[config.mk]
export PLATFORM = sky130hd
export DESIGN_NAME = uart_tx_fifo
export DESIGN_NICKNAME = d
export VERILOG_FILES = /design/src/logic/uart_pkg.sv /design/src/logic/uart_tx_fifo.sv
export SDC_FILE = /design/constraint.sdc
export NUM_CORES = 1
export LEC_CHECK = 0
export BUFFER_PORTS_ARGS = -buffer_cell sky130_fd_sc_hd__buf_2
export CORE_UTILIZATION = 57
export CTS_BUF_LIST = sky130_fd_sc_hd__clkbuf_4
export CTS_CLUSTER_DIAMETER = 60
export DETAILED_ROUTE_END_ITERATION = 10
export PLACE_DENSITY = 0.78
export SYNTH_ARGS = -nofsm -noshare
export SYNTH_HDL_FRONTEND = slang
export SYNTH_SLANG_ARGS = --single-unit
[constraint.sdc]
create_clock -name i_clk -period 1.6 [get_ports i_clk]
set_input_delay 0.08 -clock i_clk [delete_from_list [all_inputs] [get_ports i_clk]]
set_output_delay 0.08 -clock i_clk [all_outputs]
set_load 0.02 [all_outputs]
[src/logic/uart_pkg.sv]
/*
 * UART transmitter shared definitions
 * Address map, widths, frame states and the decoded write word
 */
`default_nettype none

package uart_pkg;

    localparam int DATA_W   = 8;
    localparam int FIFO_AW  = 4;     // 16 slots, 15 usable
    localparam int SCALER_W = 16;
    localparam int FRAME_W  = 11;    // start, data, parity, stop
    localparam int ADDR_W   = 2;

    localparam logic [ADDR_W-1:0] ADDR_TXDATA = 2'd0;
    localparam logic [ADDR_W-1:0] ADDR_TXCTRL = 2'd1;
    localparam logic [ADDR_W-1:0] ADDR_SCALER = 2'd2;

    typedef enum logic [2:0] {
        TX_IDLE   = 3'd0,
        TX_START  = 3'd1,
        TX_DATA   = 3'd2,
        TX_PARITY = 3'd3,
        TX_STOP   = 3'd4
    } tx_state_e;

    typedef struct packed {
        logic [28:0] rsvd;
        logic        par;    // Even parity bit enable
        logic        nstop;  // Two stop bits
        logic        ena;
    } txctrl_t;

    // One bus word, seen as a txdata character or as txctrl fields
    typedef union packed {
        logic [31:0] raw;
        txctrl_t     ctrl;
        struct packed {
            logic [31-DATA_W:0] rsvd;
            logic [DATA_W-1:0]  ch;
        } txdata;
    } wdata_u;

endpackage

`default_nettype wire

[src/logic/uart_tx_fifo.sv]
/*
 * Transmit FIFO, 16-entry circular byte buffer
 * Full and empty come from pointer comparison
 */
`timescale 1ns/1ps
`default_nettype none

module uart_tx_fifo import uart_pkg::*; (
    input  wire logic              i_clk,
    input  wire logic              i_nrst,
    input  wire logic              i_push,
    input  wire logic [DATA_W-1:0] i_wdata,
    input  wire logic              i_pop,
    output logic [DATA_W-1:0]      o_rdata,
    output logic                   o_full,
    output logic                   o_empty
);

    logic [DATA_W-1:0]  mem [2**FIFO_AW];
    logic [FIFO_AW-1:0] wr_ptr;
    logic [FIFO_AW-1:0] rd_ptr;
    logic [FIFO_AW-1:0] wr_next;

    assign wr_next = wr_ptr + 1'b1;
    assign o_full  = (wr_next == rd_ptr);  // One slot kept free
    assign o_empty = (wr_ptr == rd_ptr);
    assign o_rdata = mem[rd_ptr];

    always_ff @(posedge i_clk or negedge i_nrst) begin
        if (!i_nrst) begin
            wr_ptr <= '0;
            rd_ptr <= '0;
        end else begin
            if (i_push) begin
                wr_ptr <= wr_next;
            end
            if (i_pop) begin
                rd_ptr <= rd_ptr + 1'b1;
            end
        end
    end

    always_ff @(posedge i_clk) begin
        if (i_push) begin
            mem[wr_ptr] <= i_wdata;
        end
    end

    a_no_pop_empty: assert property (
        @(posedge i_clk) disable iff (!i_nrst) i_pop |-> !o_empty
    );
    a_no_push_full: assert property (
        @(posedge i_clk) disable iff (!i_nrst) i_push |-> !o_full
    );

endmodule

`default_nettype wire

# [Word level (Yosys, flattened, before mapping)]
# Memories as Yosys holds them, arrays and structs flattened.
# Index checks and enable logic that the tools add are counted.
[word_totals] regBits=8 output_inout_bits=10 elab_cells=9 mem_count=1 ramBits=128 in_bits=12
[memory_table] name="mem" words=16 width=8 read_ports=1 rd_ports_with_merged_regs=0 wr=1 line="uart_tx_fifo.sv:19" source="logic [DATA_W-1:0] mem [2**FIFO_AW];"
[op_classes] n_addsub=2 n_mux=2 n_eq_ne=2
[ops] op="adder 4 x 1 -> 4 bit, second input constant" n=2
[ops] op="== test 4 bit" n=2
[ops] op="two-way mux 1 bit" n=2

# [Depth between registers and ports, before layout]
# Gate-level depths: netlist of run 1.
[depth] word_depth=2 ltp_mapped=5 ltp_nobuf=5

# [Worst setup path after synthesis of run 1]
# No wires, ideal clock.
[synth_timing] path_kind="register to register" start="reg wr_ptr[0]" end="mem mem[10][0], enable pin" setup_time_ps=383 period_less_slack_ps=1739 stages_incl_launch_ff=5 required_ps=1217 path_buffers=0 slack_ps=-139 arrival_ps=1355 cell_sequence="dfrtp_1 inv_1 ha_1 nand2_1 nor3_1"
[synth_rtl] item="start: declaration" line="uart_tx_fifo.sv:20" source="logic [FIFO_AW-1:0] wr_ptr;"
[synth_rtl] item="start signal: assignment" line="uart_tx_fifo.sv:35" source="wr_ptr <= wr_next;"
[synth_rtl] item="end: declaration" line="uart_tx_fifo.sv:19"
# Straight into the memory's write port.

# [Worst setup path after layout of run 1]
[layout_timing] start="reg rd_ptr[0]" end="out o_rdata[1]"
[layout_via] elab_chain_len=1
[layout_rtl] item="start: declaration" line="uart_tx_fifo.sv:21" source="logic [FIFO_AW-1:0] rd_ptr;"
[layout_rtl] item="start signal: assignment" line="uart_tx_fifo.sv:38" source="rd_ptr <= rd_ptr + 1'b1;"
[layout_rtl] item="memory read (16 x 8 bit)"
[layout_rtl] item="end: declaration" line="uart_tx_fifo.sv:14" source="output logic [DATA_W-1:0] o_rdata,"
# No other way between the ends.

==> results of run 1 <==
==> area by class of cell <==
class	count	area, µm²	area share
Clock inverter	13	171	0.0252
Sequential cell	136	4050	0.596
Inverter	3	11.3	0.00166
Tap cell	129	161	0.0237
Timing Repair Buffer	78	828	0.122
Multi-Input combinational cell	112	1430	0.210
Clock buffer	19	143	0.0210
==> kinds of logic after synthesis <==
family | after synthesis | synth area share
flops | 136 | 0.733
simple gates | 44 | 0.0413
mux | 33 | 0.145
buf+inv | 18 | 0.0259
compound gates | 17 | 0.0227
xor+xnor | 13 | 0.0206
fa+ha+maj | 5 | 0.0113
==> stage by stage <==
step           utilization  area, µm²  hold slack [ns]  total power [W]  cells
2_1_floorplan            -       5520           -0.216          0.00726    266
5_1_grt              0.729       6800            0.302           0.0127    490
4_1_cts              0.711       6630            0.290           0.0116    482
3_3_place_gp         0.647       6040          -0.0646          0.00846    433
6_report             0.729       6800            0.323           0.0122    490
3_5_place_dp         0.647       6040          -0.0560          0.00857    433
==> placed cells by master (no fill, tap or decap), types with 3 or more instances in the layout <==
| cell type | instances |
|---|---|
| sky130_fd_sc_hd__xor2_1 | 4 |
| sky130_fd_sc_hd__bufinv_16 | 3 |
| sky130_fd_sc_hd__and2_1 | 13 |
| sky130_fd_sc_hd__ha_1 | 3 |
| sky130_fd_sc_hd__buf_6 | 4 |
| sky130_fd_sc_hd__edfxtp_1 | 128 |
| sky130_fd_sc_hd__buf_4 | 30 |
| sky130_fd_sc_hd__nand2_1 | 14 |
| sky130_fd_sc_hd__xnor2_1 | 5 |
| sky130_fd_sc_hd__mux4_2 | 24 |
| sky130_fd_sc_hd__buf_8 | 3 |
| sky130_fd_sc_hd__dfrtp_2 | 6 |
| sky130_fd_sc_hd__mux4_1 | 8 |
| sky130_fd_sc_hd__buf_2 | 14 |
| sky130_fd_sc_hd__dlygate4sd3_1 | 12 |
| sky130_fd_sc_hd__clkbuf_4 | 19 |
| sky130_fd_sc_hd__buf_12 | 12 |
| sky130_fd_sc_hd__a22oi_2 | 16 |
| sky130_fd_sc_hd__nor2_1 | 3 |
| sky130_fd_sc_hd__clkinvlp_4 | 4 |
| sky130_fd_sc_hd__xor2_2 | 3 |
==> state kept, by name (all words and copies together) (netlist names) <==
| name | flops |
|---|---|
| rd_ptr | 4 |
| wr_ptr | 4 |
| mem | 128 |
==> routing by layer <==
| metal | vias up | global-route usage | part of all wire |
|---|---|---|---|
| met3 | 11 | 0.0648 | 0.082 |
| met4 | 0 | 0.0948 | 0.012 |
| met2 | 162 | 0.382 | 0.53 |
| met5 | - | 0 | 0 |
| met1 | 1537 | 0.330 | 0.38 |
| li1 | 1256 | - | - |
==> worst min-delay path, cell delays in order <==
cell and delay, ns:
sky130_fd_sc_hd__dlygate4sd3_1 0.51, sky130_fd_sc_hd__buf_2 0.15, sky130_fd_sc_hd__xor2_1 0.07
==> power groups by stage <==
stage | Clock (W) | Sequential [W] | Combinational [W]
final | 0.00240 | 0.00459 | 0.00524
after global routing | 0.00257 | 0.00462 | 0.00553
after CTS | 0.00242 | 0.00459 | 0.00455
after detailed placement | 0 | 0.00463 | 0.00394
after global placement | 0 | 0.00460 | 0.00387
after floorplan | 0 | 0.00450 | 0.00276
==> final timing paths <==
path | startpoint | endpoint | slack, ns | depth (start not counted)
max in group asynchronous | i_nrst | rd_ptr[0]$_DFFE_PN0P_ | 0.74 | 3
min in group asynchronous | i_nrst | wr_ptr[0]$_DFFE_PN0P_ | 0.55 | 3
worst max-delay path | rd_ptr[0]$_DFFE_PN0P_ | o_rdata[1] | -0.72 | 6
worst min-delay path | i_pop | rd_ptr[0]$_DFFE_PN0P_ | 0.32 | 3
worst max register to register | wr_ptr[0]$_DFFE_PN0P_ | mem[10][2]$_DFFE_PP_ | 0.10 | 5
worst min register to register | wr_ptr[2]$_DFFE_PN0P_ | wr_ptr[2]$_DFFE_PN0P_ | 0.60 | 1
==> timing repair <==
action | 4_1_cts | 5_1_grt
buffers inserted | 3 | 7
setup endpoints to repair | 10 | 10
cloned | 2 | 2
pin swaps | 3 | 10
endpoints found under the hold margin | 144 | 0
hold buffers | 12 | 0
gates resized for setup | 28 | 33
==> impl_metrics.tcl, run 1 <==
set metrics [dict create \
    nFillCells 536 \
    p_switching_w 0.00406 \
    part_of_the_power_in_combinational_logic 0.428 \
    io_pins 22 \
    slowest_stage "sky130_fd_sc_hd__mux4_2" \
    worstPathBufferInverterCount 3 \
    first_iter_violations 304 \
    power.density_cell_area_nw_per_um2 1800 \
    grt_use_total 0.243 \
    critical_path_start_type "flop" \
    ctsLongestPathBuffers 2 \
    yosys-top-cells-count "128 x sky130_fd_sc_hd__edfxtp_1, 18 x sky130_fd_sc_hd__mux4_1, 16 x sky130_fd_sc_hd__a22oi_1" \
    synth-main-ff-cell "sky130_fd_sc_hd__edfxtp_1" \
    globalRouteOverflowTotal 0 \
    critPathMaxFanout 7 \
    critPathArrivalTime_ns 2.24 \
    async_flop_share 0.0588 \
    grt_max_degree 17 \
    power.share.switching 0.332 \
    floorplan.core_area_um2 9330 \
    synth_sequential_area_ratio 0.733 \
    netlist.top_cell.by_area "sky130_fd_sc_hd__edfxtp_1" \
    clock_sinks 136 \
    slew-limit-headroom 0.542 \
    synthesis.nets 283 \
    finalMaxSlewViolations 0 \
    timing.critical_path.to_type "output pin" \
    pwr-share-seq 0.375 \
    synth_cell_type_count 27 \
    delay_of_the_slowest_cell_on_the_worst_path_ns 0.52 \
    clk_transition_reported_paths_ns 0.11 \
    num-nets-final 365 \
    antenna_left 0 \
    cts_inserted_buffers 17 \
    number_of_maximum_capacitance_constraint_violations 0 \
    rsz0062_at_grt "true" \
    synthesis.yosys.warnings 0 \
    wire_length_of_the_first_global_routing_pass_um 16600 \
    run_status "finished with violations" \
    cells_after_synth 266 \
    routed_wire_length_per_instance_um 24.0 \
    drt_pre_antenna_iters 4 \
    routed_vias_inst 6.05 \
    hold_path_class "input pin to flop" \
    synth_top_area_share 0.697 \
    cts-root-buf "sky130_fd_sc_hd__clkbuf_4" \
    initial_core_util 0.591 \
    number_of_global_route_vias_before_repair 2901 \
    grt_antenna_before_repair 0 \
    cell_area_after_synthesis_um2 5520 \
    power.clock.fraction 0.196 \
    layout_setup_ws_ns -0.723 \
    post-synth-top-count-cell "sky130_fd_sc_hd__edfxtp_1" \
    syn_to_final_growth_pct 23.2 \
    synth_enable_flop_cells 128 \
    failed_checks "setup timing" \
    dieArea_um2 10100 \
    final_setup_viols 10 \
    core.rowCount 35 \
    worst_path_dominant_cell_family "multiplexers" \
    required_ns 1.52 \
    ys_ff_latch 136 \
    worst_skew_pair.late_latency_ns 0.53 \
    port_buffers 21 \
    worstMarginPinSlew_ns 0.686 \
    syn_area_per_cell_um2 20.7 \
    timing.critical_path.cells "buf_4 -> buf_12 -> mux4_2 -> a22oi_2 -> nand2_1 -> buf_6" \
    report.final.hold_viol_count 0 \
    period_utilization 1.45 \
    final_layout_size_suffix_gt1_frac 0.429 \
    peakVddDrop_mv 1.25 \
    drc 0 \
    htree_num_levels 4 \
    min_period_ns 2.32 \
    path_class "flop to output pin" \
    detail_route.wirelength_um 11800 \
    power_leakage_nw 2.35 \
    dieHeight_um 100 \
    timing.fmax_mhz 431 \
    antennaDiodeCount 0 \
    totalNegativeSetupSlack_ns -6.03 \
    internal_power_w 0.00816 \
    cts_tree "yes" \
    die_w_um 100 \
    dr_total_vias 2966 \
    routabilityCongestion 0.711 \
    dp_hpwl_um 6540 \
    netlist_top_cells_area "sky130_fd_sc_hd__edfxtp_1 70%, sky130_fd_sc_hd__mux4_1 8.6%, sky130_fd_sc_hd__mux4_2 5.7%" \
    fin_worst_skew_ns 0.0186 \
    pre_cts_ws_ns -0.209 \
]
Power figures use the tool's default switching activity.
==> run 2: changes to the inputs <==
--- a/config.mk
+++ b/config.mk
@@ -6,6 +6,7 @@
 export NUM_CORES = 1
 export LEC_CHECK = 0
 export BUFFER_PORTS_ARGS = -buffer_cell sky130_fd_sc_hd__buf_2
+export CORE_ASPECT_RATIO = 0.5
 export CORE_UTILIZATION = 57
 export CTS_BUF_LIST = sky130_fd_sc_hd__clkbuf_4
 export CTS_CLUSTER_DIAMETER = 60
==> impl_metrics.tcl, run 2 (synthesis gave the netlist of run 1 again) <==
set metrics [dict create \
    run_status "finished with violations" \
    failed_checks "setup timing" \
    finalMaxSlewViolations 0 \
    globalRouteOverflowTotal 0 \
    core.rowCount 24 \
    worstMarginPinSlew_ns 0.586 \
    final_setup_viols 10 \
    fin_worst_skew_ns 0.0120 \
    nFillCells 517 \
    power_leakage_nw 2.29 \
    critPathMaxFanout 14 \
    die_w_um 141 \
    pre_cts_ws_ns -0.189 \
    number_of_global_route_vias_before_repair 2930 \
    detail_route.wirelength_um 11600 \
    initial_core_util 0.610 \
    period_utilization 1.41 \
    placed_instance_count 437 \
    peakVddDrop_mv 1.16 \
    mostFrequentLayoutCells "128 x sky130_fd_sc_hd__edfxtp_1, 32 x sky130_fd_sc_hd__buf_4, 22 x sky130_fd_sc_hd__mux4_2" \
    timing.fmax_mhz 443 \
    path_class "flop to output pin" \
    cts-root-buf "sky130_fd_sc_hd__clkbuf_4" \
    num-nets-final 361 \
    cts_tree "yes" \
    layout_setup_ws_ns -0.656 \
    fin_cells 486 \
    floorplan.core_area_um2 9040 \
    report.final.hold_viol_count 0 \
    power.density_cell_area_nw_per_um2 1730 \
    routed_vias_inst 6.06 \
    critPathArrivalTime_ns 2.18 \
    dr_total_vias 2945 \
    grt_antenna_before_repair 0 \
    slew-limit-headroom 0.608 \
    wire_length_of_the_first_global_routing_pass_um 17000 \
    antennaDiodeCount 0 \
    number_of_maximum_capacitance_constraint_violations 0 \
    layout_top_registers "mem: 128 flops, rd_ptr: 4 flops, wr_ptr: 4 flops" \
    cts_inserted_buffers 17 \
    worst_skew_pair.late_latency_ns 0.51 \
    required_ns 1.52 \
    syn_to_final_growth_pct 18.3 \
    routabilityCongestion 0.877 \
    fin_worst_hold_slack_ns 0.374 \
    io_pins 22 \
    ctsLongestPathBuffers 2 \
    dieHeight_um 71.6 \
    dp_hpwl_um 7310 \
    min_period_ns 2.26 \
    final_layout_size_suffix_gt1_frac 0.374 \
    antenna_left 0 \
    dieArea_um2 10100 \
    grt_max_degree 34 \
    htree_num_levels 4 \
    number_of_flip_flops_under_the_largest_register_name 128 \
    top_register "mem" \
    timing.critical_path.to_type "output pin" \
    drt_pre_antenna_iters 5 \
    drc 0 \
    critical_path_start_type "flop" \
    first_iter_violations 391 \
    routed_wire_length_per_instance_um 23.8 \
    port_buffers 21 \
    hold_path_class "input pin to flop" \
    multi_input_area_um2 1390 \
    rsz0062_at_grt "true" \
    layout_commonest_cell "sky130_fd_sc_hd__edfxtp_1" \
    grt_use_total 0.246 \
    clock_sinks 136 \
    clk_transition_reported_paths_ns 0.10 \
    area.sequential_um2 4050 \
]
## run 2: cell types whose count changed in the layout (fill, tap and decap cells not counted), sizes merged
cell      delta
clkbuf       -2
inv          -3
clkinv       +6
buf          -2
clkinvlp     -3
bufbuf       -1
## run 2: stage by stage
stage | TNS (ns) | utilization | power (W) | cell area [µm²]
floorplan | -2.22 | - | 0.00726 | 5520
global placement | -0.648 | 0.662 | 0.00826 | 5980
detailed placement | -0.949 | 0.662 | 0.00844 | 5980
CTS | -5.98 | 0.710 | 0.0108 | 6420
global route | -6.93 | 0.722 | 0.0117 | 6530
finish | -5.85 | 0.722 | 0.0113 | 6530
## run 2: worst paths after layout
kind	end	slack (ns)	from	depth (start not counted)
worst max-delay path	o_rdata[7]	-0.66	rd_ptr[0]$_DFFE_PN0P_	5
worst min-delay path	rd_ptr[0]$_DFFE_PN0P_	0.37	i_pop	3
worst max register to register	mem[13][3]$_DFFE_PP_	0.05	wr_ptr[0]$_DFFE_PN0P_	5
worst min register to register	wr_ptr[1]$_DFFE_PN0P_	0.62	wr_ptr[1]$_DFFE_PN0P_	2
max in group asynchronous	rd_ptr[0]$_DFFE_PN0P_	0.73	i_nrst	3
min in group asynchronous	rd_ptr[3]$_DFFE_PN0P_	0.54	i_nrst	3
## run 2: layer usage
metal,share of wire,track usage,up-vias,routed length (µm)
li1,-,-,1242,-
met1,0.41,0.342,1513,4790
met2,0.47,0.371,163,5440
met3,0.095,0.0816,27,1100
met4,0.022,0.0870,0,254
met5,0,0,-,0
## run 2: report_power, final
| group | switching (W) | leakage (nW) | internal, W |
|---|---|---|---|
| Clock | 0.00114 | 0.149 | 0.00106 |
| Combinational | 0.00236 | 0.891 | 0.00210 |
| Sequential | 0.000279 | 1.25 | 0.00433 |
## run 2: cell type report
cell class,instances,area share
multi-input cells,112,0.213
clock buffers,18,0.0207
well taps,130,0.0249
inverters,3,0.00173
clock inverters,13,0.0209
flip-flops and latches,136,0.621
repair buffers,74,0.0976
## run 2: worst max-delay path, cell delays in order (launching register included)
cell,delay (ns)
sky130_fd_sc_hd__dfrtp_2,0.45
sky130_fd_sc_hd__buf_12,0.18
sky130_fd_sc_hd__mux4_2,0.52
sky130_fd_sc_hd__a22oi_2,0.25
sky130_fd_sc_hd__nand2_1,0.09
sky130_fd_sc_hd__buf_2,0.17
## run 2: repair_timing
action	in CTS	in global routing
resized for setup	12	22
endpoints found under the hold margin	144	0
hold buffers	12	0
endpoints found under the setup margin	10	13
gates cloned	0	2
buffers inserted	3	1
pin swaps	2	3
==> run 3: changes to the inputs <==
--- a/config.mk
+++ b/config.mk
@@ -11,7 +11,7 @@
 export CTS_BUF_LIST = sky130_fd_sc_hd__clkbuf_4
 export CTS_CLUSTER_DIAMETER = 60
 export DETAILED_ROUTE_END_ITERATION = 10
-export PLACE_DENSITY = 0.78
+export PLACE_DENSITY = 0.87
 export SYNTH_ARGS = -nofsm -noshare
 export SYNTH_HDL_FRONTEND = slang
 export SYNTH_SLANG_ARGS = --single-unit
==> impl_metrics.tcl, run 3 (synthesis gave the netlist of run 1 again) <==
set metrics [dict create \
    run_status "finished with violations" \
    failed_checks "setup timing" \
    antenna_left 0 \
    pwr-share-seq 0.394 \
    rrSetupSlack_ns -0.07 \
    dieArea_um2 10100 \
    drc 0 \
    final_setup_viols 11 \
    grt_max_degree 35 \
    p_switching_w 0.00400 \
    pre_cts_ws_ns -0.168 \
    dp_hpwl_um 7410 \
    mostFrequentLayoutCells "128 x sky130_fd_sc_hd__edfxtp_1, 27 x sky130_fd_sc_hd__mux4_2, 26 x sky130_fd_sc_hd__buf_4" \
    hold_path_class "input pin to flop" \
    antennaDiodeCount 0 \
    die_w_um 141 \
    timing.hold.worst_path_depth 3 \
    layout_setup_ws_ns -0.730 \
    peakVddDrop_mv 1.31 \
    power.density_cell_area_nw_per_um2 1760 \
    worstMarginPinSlew_ns 0.560 \
    critPathMaxFanout 7 \
    clock_sinks 136 \
    min_period_ns 2.33 \
    hold-path-endpoint "rd_ptr[0]$_DFFE_PN0P_" \
    cts_tree "yes" \
    wire_length_of_the_first_global_routing_pass_um 17700 \
    critical_path_start_type "flop" \
    min-delay-start "i_pop" \
    core.rowCount 24 \
    r2r_start "rd_ptr[0]$_DFFE_PN0P_" \
    globalRouteOverflowTotal 0 \
    port_buffers 21 \
    path_class "flop to output pin" \
    finalMaxSlewViolations 0 \
    worstPathBufferInverterCount 3 \
    routabilityCongestion 0.755 \
    period_utilization 1.46 \
    part_of_the_power_in_combinational_logic 0.434 \
    number_of_global_route_vias_before_repair 3044 \
    number_of_maximum_capacitance_constraint_violations 0 \
    routed_wire_length_per_instance_um 25.4 \
    fin_worst_hold_slack_ns 0.337 \
    routed_vias_inst 6.18 \
    required_ns 1.52 \
    clk_transition_reported_paths_ns 0.10 \
    initial_core_util 0.610 \
    slew-limit-headroom 0.627 \
    rr_endpoint "rd_ptr[1]$_DFFE_PN0P_" \
    final_layout_size_suffix_gt1_frac 0.398 \
    cell_area_after_placement_um2 6010 \
    io_pins 22 \
    worst_path_dominant_cell_family "multiplexers" \
    layout_commonest_cell "sky130_fd_sc_hd__edfxtp_1" \
    internal_power_w 0.00763 \
    num-nets-final 361 \
    number_of_flip_flops_under_the_largest_register_name 128 \
    worst_skew_pair.late_latency_ns 0.52 \
    delay_of_the_slowest_cell_on_the_worst_path_ns 0.53 \
    fin_worst_skew_ns 0.0175 \
    critPathArrivalTime_ns 2.25 \
    detail_route.wirelength_um 12400 \
    critical_path_depth 6 \
    top_register "mem" \
    power.clock.fraction 0.172 \
    dr_total_vias 3009 \
    power_leakage_nw 2.29 \
    floorplan.core_area_um2 9040 \
    drt_pre_antenna_iters 5 \
    syn_to_final_growth_pct 19.8 \
    grt_antenna_before_repair 0 \
    ctsLongestPathBuffers 2 \
    power.share.switching 0.344 \
    cts_inserted_buffers 17 \
    dieHeight_um 71.6 \
    grt_use_total 0.256 \
    cts-root-buf "sky130_fd_sc_hd__clkbuf_4" \
    report.final.hold_viol_count 0 \
    timing.critical_path.to_type "output pin" \
    postLayoutCellArea_um2 6610 \
    first_iter_violations 486 \
    timing.critical_path.cells "buf_12 -> buf_6 -> mux4_2 -> a22oi_2 -> nand2_1 -> buf_2" \
    layout_top_registers "mem: 128 flops, rd_ptr: 4 flops, wr_ptr: 4 flops" \
    timing.fmax_mhz 429 \
    slowest_stage "sky130_fd_sc_hd__mux4_2" \
    worstRegToRegCells 7 \
    htree_num_levels 4 \
    rsz0062_at_grt "true" \
]
==> run 3: per-stage QoR <==
step | utilization | setup TNS, ns | cells | power [W]
floorplan | - | -2.22 | 266 | 0.00726
global placement | 0.665 | -0.742 | 435 | 0.00829
detailed placement | 0.665 | -1.25 | 435 | 0.00852
CTS | 0.719 | -6.56 | 484 | 0.0110
global route | 0.731 | -7.52 | 487 | 0.0121
finish | 0.731 | -6.49 | 487 | 0.0116
==> run 3: tightest hold or removal path: cells and delay by family <==
family	cells	cell delay, ns
buffers and inverters	2	0.66
XOR/XNOR	1	0.07
==> run 3: power by group through the flow <==
stage               sequential, W  clock, W  combinational, W
floorplan                 0.00450         0           0.00276
global placement          0.00462         0           0.00367
detailed placement        0.00467         0           0.00385
CTS                       0.00460   0.00199           0.00439
global route              0.00461   0.00215           0.00529
finish                    0.00458   0.00200           0.00505
==> run 3: timing repair <==
action                                  4_1_cts  5_1_grt
pin swaps                                     2       14
setup buffers                                 5        1
hold endpoints to repair                    144        0
endpoints found under the setup margin       22       21
cloned                                        0        2
gates resized for setup                      29       25
hold buffers                                 12        0
==> run 3: worst max path at each step <==
stage / start / endpoint
4_1_cts: rd_ptr[0]$_DFFE_PN0P_ / o_rdata[0]
6_report: rd_ptr[0]$_DFFE_PN0P_ / o_rdata[6]
3_3_place_gp: rd_ptr[0]$_DFFE_PN0P_ / o_rdata[2]
2_1_floorplan: wr_ptr[0]$_DFFE_PN0P_ / mem[10][0]$_DFFE_PP_
3_5_place_dp: rd_ptr[0]$_DFFE_PN0P_ / o_rdata[4]
5_1_grt: rd_ptr[0]$_DFFE_PN0P_ / o_rdata[6]
==> run 3: layout make-up <==
type / instances / area (µm²)
inverter: 3 / 11.3
sequential: 136 / 4050
clock inverter: 8 / 58.8
timing repair buffer: 74 / 733
multi-input combinational: 112 / 1410
tap: 130 / 163
fill: 474 / 2430
clock buffer: 24 / 180
==> run 3: metal layers <==
metal	global-route usage	vias up	part of all wire
li1	-	1237	-
met1	0.342	1513	0.38
met2	0.410	233	0.49
met3	0.0795	26	0.11
met4	0.0833	0	0.016
met5	0	-	0
